<file path="config.mk">
export PLATFORM = sky130hd
export DESIGN_NAME = adc_capture_top
export DESIGN_NICKNAME = d
export VERILOG_FILES = /design/src/design/adc_link_pkg.sv /design/src/design/adc_align_pkg.sv /design/src/design/adc_ddr_capture.sv /design/src/design/adc_frame_deser.sv /design/src/design/adc_frame_aligner.sv /design/src/design/adc_capture_top.sv
export SDC_FILE = /design/constraint.sdc
export NUM_CORES = 1
export LEC_CHECK = 0
export ABC_AREA = 1
export BUFFER_PORTS_ARGS = -buffer_cell sky130_fd_sc_hd__buf_2
export CORE_MARGIN = 1
export CORE_UTILIZATION = 52
export CTS_BUF_LIST = sky130_fd_sc_hd__clkbuf_4 sky130_fd_sc_hd__clkbuf_8
export DETAILED_ROUTE_END_ITERATION = 7
export PLACE_DENSITY_LB_ADDON = 0.2
export SLEW_MARGIN = 20
export SYNTH_ARGS = -nofsm -noshare
export SYNTH_HDL_FRONTEND = slang
export SYNTH_SLANG_ARGS = --single-unit
</file>
<file path="constraint.sdc">
create_clock -name adc_clk -period 3.8 [get_ports adc_clk]
set_input_delay 0.38 -clock adc_clk [delete_from_list [all_inputs] [get_ports adc_clk]]
set_output_delay 0.38 -clock adc_clk [all_outputs]
set_load 0.01 [all_outputs]
</file>
<file path="src/design/adc_link_pkg.sv">
`default_nettype none

package adc_link_pkg;

  ////////////////////////////////////////
  // ADC link geometry
  ////////////////////////////////////////

  localparam int unsigned NUM_CHIPS      = 8;  // Serial LVDS ADC chips on the board.
  localparam int unsigned LANES_PER_CHIP = 8;  // Data lanes per chip.
  localparam int unsigned SAMPLE_BITS    = 8;  // Bits in one sample word.
  localparam int unsigned PAIRS_PER_WORD = 4;  // Bit clock cycles per word.

  // The frame clock rides on top of the data lanes.
  localparam int unsigned CHIP_INPUTS    = LANES_PER_CHIP + 1;
  localparam int unsigned CHIP_DATA_BITS = LANES_PER_CHIP * SAMPLE_BITS;

  localparam int unsigned PAIR_CNT_BITS  = $clog2(PAIRS_PER_WORD);
  localparam logic [PAIR_CNT_BITS-1:0] LAST_PAIR = PAIR_CNT_BITS'(PAIRS_PER_WORD - 1);

  // Four ones then four zeros, MSB first.
  localparam logic [SAMPLE_BITS-1:0] FRAME_WORD = 8'hF0;

endpackage

`default_nettype wire

</file>
<file path="src/design/adc_align_pkg.sv">
`default_nettype none

package adc_align_pkg;

  ////////////////////////////////////////
  // Word alignment controller
  ////////////////////////////////////////

  localparam int unsigned CNT_BITS = 3;  // Wide enough for both word counts.

  localparam logic [CNT_BITS-1:0] LOCK_WORDS       = 3'd4;  // Good frames before lock.
  localparam logic [CNT_BITS-1:0] SLIP_GUARD_WORDS = 3'd2;  // Words skipped after a slip.

  typedef enum logic [1:0] {
    SEARCH = 2'd0,
    GUARD  = 2'd1,
    LOCKED = 2'd2
  } align_state_t;

endpackage

`default_nettype wire

</file>
<file path="src/design/adc_ddr_capture.sv">
`timescale 1ns/1ps
`default_nettype none

module adc_ddr_capture (
  input  wire logic                                 adc_clk,
  input  wire logic                                 rst_n,
  input  wire logic [adc_link_pkg::CHIP_INPUTS-1:0] in_bits,
  output logic      [adc_link_pkg::CHIP_INPUTS-1:0] rise,
  output logic      [adc_link_pkg::CHIP_INPUTS-1:0] fall
);

  logic [adc_link_pkg::CHIP_INPUTS-1:0] rise_hold;
  logic [adc_link_pkg::CHIP_INPUTS-1:0] fall_hold;

  ////////////////////////////////////////
  // Edge samplers
  ////////////////////////////////////////

  always_ff @(posedge adc_clk) begin
    rise_hold <= in_bits;  // First bit of the cycle.
  end

  always_ff @(negedge adc_clk) begin
    fall_hold <= in_bits;  // Second bit, half a cycle later.
  end

  ////////////////////////////////////////
  // Same edge pipelined output
  ////////////////////////////////////////

  // Both bits of one cycle leave together on the next rising edge.
  always_ff @(posedge adc_clk) begin
    rise <= rise_hold;
    fall <= fall_hold;
  end

endmodule

`default_nettype wire

</file>
<file path="src/design/adc_frame_deser.sv">
`timescale 1ns/1ps
`default_nettype none

module adc_frame_deser (
  input  wire logic                                    adc_clk,
  input  wire logic                                    rst_n,
  input  wire logic [adc_link_pkg::CHIP_INPUTS-1:0]    rise,
  input  wire logic [adc_link_pkg::CHIP_INPUTS-1:0]    fall,
  input  wire logic                                    slip,
  output logic                                         word_valid,
  output logic      [adc_link_pkg::CHIP_DATA_BITS-1:0] lane_words,
  output logic      [adc_link_pkg::SAMPLE_BITS-1:0]    frame_word
);

  logic [adc_link_pkg::SAMPLE_BITS-1:0]   shreg      [adc_link_pkg::CHIP_INPUTS];
  logic [adc_link_pkg::SAMPLE_BITS-1:0]   shift_next [adc_link_pkg::CHIP_INPUTS];
  logic [adc_link_pkg::PAIR_CNT_BITS-1:0] pair_cnt;
  logic                                   wrap;

  ////////////////////////////////////////
  // Two bits per cycle, rise first
  ////////////////////////////////////////

  always_comb begin
    for (int i = 0; i < adc_link_pkg::CHIP_INPUTS; i++) begin
      shift_next[i] = {shreg[i][adc_link_pkg::SAMPLE_BITS-3:0], rise[i], fall[i]};
    end
  end

  always_ff @(posedge adc_clk) begin
    for (int i = 0; i < adc_link_pkg::CHIP_INPUTS; i++) begin
      shreg[i] <= shift_next[i];
    end
  end

  ////////////////////////////////////////
  // Word boundary
  ////////////////////////////////////////

  // A held count stretches the current word by one pair.
  assign wrap = (pair_cnt == adc_link_pkg::LAST_PAIR) && !slip;

  always_ff @(posedge adc_clk or negedge rst_n) begin
    if (!rst_n) begin
      pair_cnt   <= '0;
      word_valid <= 1'b0;
    end else begin
      word_valid <= wrap;
      if (!slip) begin
        pair_cnt <= pair_cnt + 1'b1;  // Power of two, so it wraps by itself.
      end
    end
  end

  // Words hold between strobes. Lane 0 sits in the low byte.
  always_ff @(posedge adc_clk) begin
    if (wrap) begin
      for (int i = 0; i < adc_link_pkg::LANES_PER_CHIP; i++) begin
        lane_words[i*adc_link_pkg::SAMPLE_BITS +: adc_link_pkg::SAMPLE_BITS] <= shift_next[i];
      end
      frame_word <= shift_next[adc_link_pkg::LANES_PER_CHIP];
    end
  end

endmodule

`default_nettype wire

</file>
<file path="src/design/adc_frame_aligner.sv">
`timescale 1ns/1ps
`default_nettype none

module adc_frame_aligner (
  input  wire logic                                 adc_clk,
  input  wire logic                                 rst_n,
  input  wire logic                                 word_valid,
  input  wire logic [adc_link_pkg::SAMPLE_BITS-1:0] frame_word,
  output logic                                      slip,
  output logic                                      locked
);

  adc_align_pkg::align_state_t            state;
  logic [adc_align_pkg::CNT_BITS-1:0]     word_cnt;  // Matches in SEARCH, skips in GUARD.
  logic                                   match;

  assign match  = (frame_word == adc_link_pkg::FRAME_WORD);
  assign locked = (state == adc_align_pkg::LOCKED);

  ////////////////////////////////////////
  // Alignment FSM
  ////////////////////////////////////////

  always_ff @(posedge adc_clk or negedge rst_n) begin
    if (!rst_n) begin
      state    <= adc_align_pkg::SEARCH;
      word_cnt <= '0;
      slip     <= 1'b0;
    end else begin
      slip <= 1'b0;
      if (word_valid) begin
        case (state)
          adc_align_pkg::SEARCH: begin
            if (!match) begin
              slip     <= 1'b1;  // Move the boundary by one pair and retry.
              state    <= adc_align_pkg::GUARD;
              word_cnt <= '0;
            end else if (word_cnt == adc_align_pkg::LOCK_WORDS - 1'b1) begin
              state    <= adc_align_pkg::LOCKED;
              word_cnt <= '0;
            end else begin
              word_cnt <= word_cnt + 1'b1;
            end
          end
          adc_align_pkg::GUARD: begin
            // Words straddling the slip are not judged.
            if (word_cnt == adc_align_pkg::SLIP_GUARD_WORDS - 1'b1) begin
              state    <= adc_align_pkg::SEARCH;
              word_cnt <= '0;
            end else begin
              word_cnt <= word_cnt + 1'b1;
            end
          end
          adc_align_pkg::LOCKED: begin
            if (!match) begin
              slip     <= 1'b1;  // One bad frame drops lock.
              state    <= adc_align_pkg::GUARD;
              word_cnt <= '0;
            end
          end
          default: begin
            state    <= adc_align_pkg::SEARCH;
            word_cnt <= '0;
          end
        endcase
      end
    end
  end

endmodule

`default_nettype wire

</file>
<file path="src/design/adc_capture_top.sv">
`timescale 1ns/1ps
`default_nettype none

module adc_capture_top (
  input  wire logic                                  adc_clk,
  input  wire logic                                  rst_n,
  input  wire logic [adc_link_pkg::NUM_CHIPS*adc_link_pkg::LANES_PER_CHIP-1:0] in_lanes,
  input  wire logic [adc_link_pkg::NUM_CHIPS-1:0]    in_frame,
  output logic [adc_link_pkg::NUM_CHIPS*adc_link_pkg::CHIP_DATA_BITS-1:0] sample_data,
  output logic [adc_link_pkg::NUM_CHIPS-1:0]         sample_valid,
  output logic [adc_link_pkg::NUM_CHIPS-1:0]         locked
);

  ////////////////////////////////////////
  // One chain per ADC chip
  ////////////////////////////////////////

  for (genvar c = 0; c < adc_link_pkg::NUM_CHIPS; c++) begin : g_chip
    logic [adc_link_pkg::CHIP_INPUTS-1:0] rise;
    logic [adc_link_pkg::CHIP_INPUTS-1:0] fall;
    logic [adc_link_pkg::SAMPLE_BITS-1:0] frame_word;
    logic                                 slip;

    // Frame clock goes on top of the eight lanes.
    adc_ddr_capture capture_i (
      .adc_clk (adc_clk),
      .rst_n   (rst_n),
      .in_bits ({in_frame[c],
                 in_lanes[c*adc_link_pkg::LANES_PER_CHIP +: adc_link_pkg::LANES_PER_CHIP]}),
      .rise    (rise),
      .fall    (fall)
    );

    // Chip 0 occupies the low end of sample_data.
    adc_frame_deser deser_i (
      .adc_clk    (adc_clk),
      .rst_n      (rst_n),
      .rise       (rise),
      .fall       (fall),
      .slip       (slip),
      .word_valid (sample_valid[c]),
      .lane_words (sample_data[c*adc_link_pkg::CHIP_DATA_BITS +: adc_link_pkg::CHIP_DATA_BITS]),
      .frame_word (frame_word)
    );

    adc_frame_aligner aligner_i (
      .adc_clk    (adc_clk),
      .rst_n      (rst_n),
      .word_valid (sample_valid[c]),
      .frame_word (frame_word),
      .slip       (slip),
      .locked     (locked[c])
    );
  end

endmodule

`default_nettype wire

</file>
==> flow_metrics.env <==
export IMPL_stdcell_count=3935
export IMPL_initial_util_pct=52.7
export IMPL_power_leakage_nw=19.5
export IMPL_setup_viol_count_final=0
export IMPL_routed_wire_length_per_instance_um=17.4
export IMPL_fin_hold_ws_ns=0.182
export IMPL_maxCapViolCount=0
export IMPL_power_switching_fraction_pct=27.6
export IMPL_dpl_worst_slack_ns=1.29
export IMPL_layout_nets=2938
export IMPL_dr_pass1_iters=4
export IMPL_route_detailed_vias_per_inst=4.47
export IMPL_reg2regPathDepth=0
export IMPL_cp_max_fo=2
export IMPL_global_route_usage_total_pct=19.3
export IMPL_coreArea_um2=68700
export IMPL_clk_latency_ns=0.84
export IMPL_max_vdd_ir_drop_mv=0.571
export IMPL_synth_area_um2=36200
export IMPL_cts_tree="yes"
export IMPL_power_frac_clock_pct=33.8
export IMPL_totalWireLength_um=68500
export IMPL_place_inst=3410
export IMPL_setup_tns_ns=0
export IMPL_hold_path_class="input port to register"
export IMPL_drt_drc_violations_left=0
export IMPL_clk_pin_slew_worst_paths_ns=0.06
export IMPL_grt_first_pass_wirelength_um=101000
export IMPL_report_final_slew_viol_count=0
export IMPL_cp_required_ns=2.52
export IMPL_fp_row_count=96
export IMPL_cp_slowest_stage_delay_ns=0.55
export IMPL_cpLargestDelayFamily="buffers and inverters"
export IMPL_critPathLaunchType="input port"
export IMPL_fp_dieW_um=266
export IMPL_post_cts_repair_timing_setup_buffer_count=0
export IMPL_number_of_antenna_violations_at_the_first_check_in_global_routing=2
export IMPL_ys_warnings_count=0
export IMPL_cts_hold_fix_buffers=73
export IMPL_hold_violations=0
export IMPL_clk_path_buf_depth=3
export IMPL_drt_iter0_drc=827
export IMPL_die_y_um=266
export IMPL_hold_path_stages=2
export IMPL_buffer_ports_inserted=601
export IMPL_power_per_cell_area_nw_per_um2=827
export IMPL_numCtsBuffers=198
export IMPL_yosysUniqueCellTypes=22
export IMPL_final_antenna_net_count=0
export IMPL_synth_yosys_seq_area_share_pct=92.6
export IMPL_cts_num_sinks=1368
export IMPL_worst_setup_path_end_kind="register"
export IMPL_dp_hpwl_um=46000
export IMPL_timing_critical_path_depth=2
export IMPL_p_int_w=0.0275
export IMPL_cts_repair_resize_count=0
export IMPL_synth_nets=1999
export IMPL_postSynthRegisterBits=1368
export IMPL_setup_repair_after_global_routing_missed_its_margin="no"
export IMPL_clock_skew_ns=0.0884
export IMPL_switchingPower_w=0.0105
export IMPL_worst_slew_margin_rel_pct=34.6
export IMPL_gpl_final_weighted_congestion=0.831
export IMPL_timing_final_ws_setup_ns=1.46
export IMPL_synthesis_instances=1884
export IMPL_drive_gt1_share_pct=33.9
export IMPL_critical_path_buf_inv_count=2
export IMPL_cts_htree_levels=4
export IMPL_globalRouteOverflowTotal=0
export IMPL_io_pins=602
export IMPL_critPathKind="input port to register"
export IMPL_clock_root_buffer="clkbuf_8"
export IMPL_die_area_um2=70700
export IMPL_crit_path_top_delay_cell="dlygate4sd3_1"
export IMPL_portion_of_total_power_attributed_to_sequential_cells_pct=51.3
export IMPL_outcome="finished clean"
export IMPL_synth_avg_cell_area_um2=19.2
export IMPL_cp_data_arrival_time_ns=1.06
export IMPL_first_global_vias=18100
export IMPL_critical_path_cell_chain="dlygate4sd3_1, buf_2"
export IMPL_syn2layout_area_growth_pct=27.0
export IMPL_via_count=17600
export IMPL_comb_power_share_pct=14.9
export IMPL_largest_net_degree_at_the_start_of_global_routing=74
export IMPL_worst_pin_slew_ns=0.981
export IMPL_filler_cell_count=4583
worst paths after layout:
kind	slack [ns]	from	end
worst max-delay path	1.46	in_lanes[45]	g_chip[5].capture_i.fall_hold[5]
worst min-delay path	0.18	in_lanes[57]	g_chip[7].capture_i.rise_hold[1]
worst max register to register	1.53	g_chip[7].capture_i.fall_hold[7]	g_chip[7].capture_i.fall[7]
worst min register to register	0.31	g_chip[6].capture_i.rise[3]	g_chip[6].deser_i.shreg[0][25]
max in group asynchronous	3.05	rst_n	g_chip[7].deser_i.word_valid
min in group asynchronous	0.19	rst_n	g_chip[0].deser_i.pair_cnt[0]
cell type report:
| class | instances | area, um2 | share of cell area (%) |
|---|---|---|---|
| Tap cell | 931 | 1160 | 2.53 |
| Clock inverter | 168 | 1290 | 2.82 |
| Inverter | 113 | 424 | 0.923 |
| Multi-Input combinational cell | 386 | 2210 | 4.81 |
| Sequential cell | 1368 | 33500 | 72.9 |
| Clock buffer | 282 | 3500 | 7.61 |
| Timing Repair Buffer | 684 | 3860 | 8.39 |
| Antenna cell | 3 | 7.51 | 0.0163 |
power by group through the flow:
stage	combinational (W)	clock (W)	sequential, W
3_5_place_dp	0.00569	0.000117	0.0198
3_3_place_gp	0.00556	0.000117	0.0197
6_report	0.00566	0.0129	0.0195
5_1_grt	0.00613	0.0139	0.0197
4_1_cts	0.00576	0.0132	0.0195
2_1_floorplan	0.00193	0.000117	0.0206
cells in the final DEF (no fill, tap or decap), types with 41 or more instances in the layout:
cell type,count
dfxtp_1,720
buf_2,600
edfxtp_1,576
clkbuf_8,221
inv_1,188
nand2_1,158
dlygate4sd3_1,73
dfrtp_1,72
clkbuf_4,61
nor2_1,53
ha_1,41
per-stage QoR:
| stage | power, W | utilization (%) | instance area (um2) |
|---|---|---|---|
| after global routing | 0.0398 | 66.9 | 46000 |
| final | 0.0380 | 66.9 | 46000 |
| after detailed placement | 0.0256 | 58.9 | 40400 |
| after CTS | 0.0385 | 66.9 | 46000 |
| after floorplan | 0.0227 | - | 36200 |
| after global placement | 0.0254 | 58.9 | 40400 |
cell families after synthesis:
family          synth area share, %
mux                           0.249
buf+inv                        1.51
fa+ha+maj                      1.42
compound gates                0.515
simple gates                   3.56
xor+xnor                      0.194
flops                          92.6
Yosys cell counts, drive strengths merged:
library cell,instances,share of area [%]
nand2,165,1.8
ha,41,1.4
nand3,34,0.51
xnor2,8,0.19
buf,16,0.33
edfxtp,576,48
dfxtp,720,40
nand3b,6,0.12
or2,2,0.035
inv,114,1.2
o21ai,32,0.51
dfrtp,72,5.0
mux2,8,0.25
nand4,15,0.26
nor2,75,0.87
layer usage:
metal	global-route usage [%]	wire (um)	up-vias
met4	10.6	2900	2
met2	32.3	34600	617
met1	20.7	25300	8453
met5	0	10	-
met3	7.87	5670	176
li1	-	-	8358
state kept, by name, summed over array words and instances, names as in the netlist, 24 cells and up:
name                        count
g_chip.deser_i.lane_words     512
g_chip.deser_i.shreg          432
g_chip.capture_i.fall          72
g_chip.capture_i.fall_hold     72
g_chip.capture_i.rise          72
g_chip.capture_i.rise_hold     72
g_chip.deser_i.frame_word      64
g_chip.aligner_i.word_cnt      24
(Power assumes the default switching activity.)
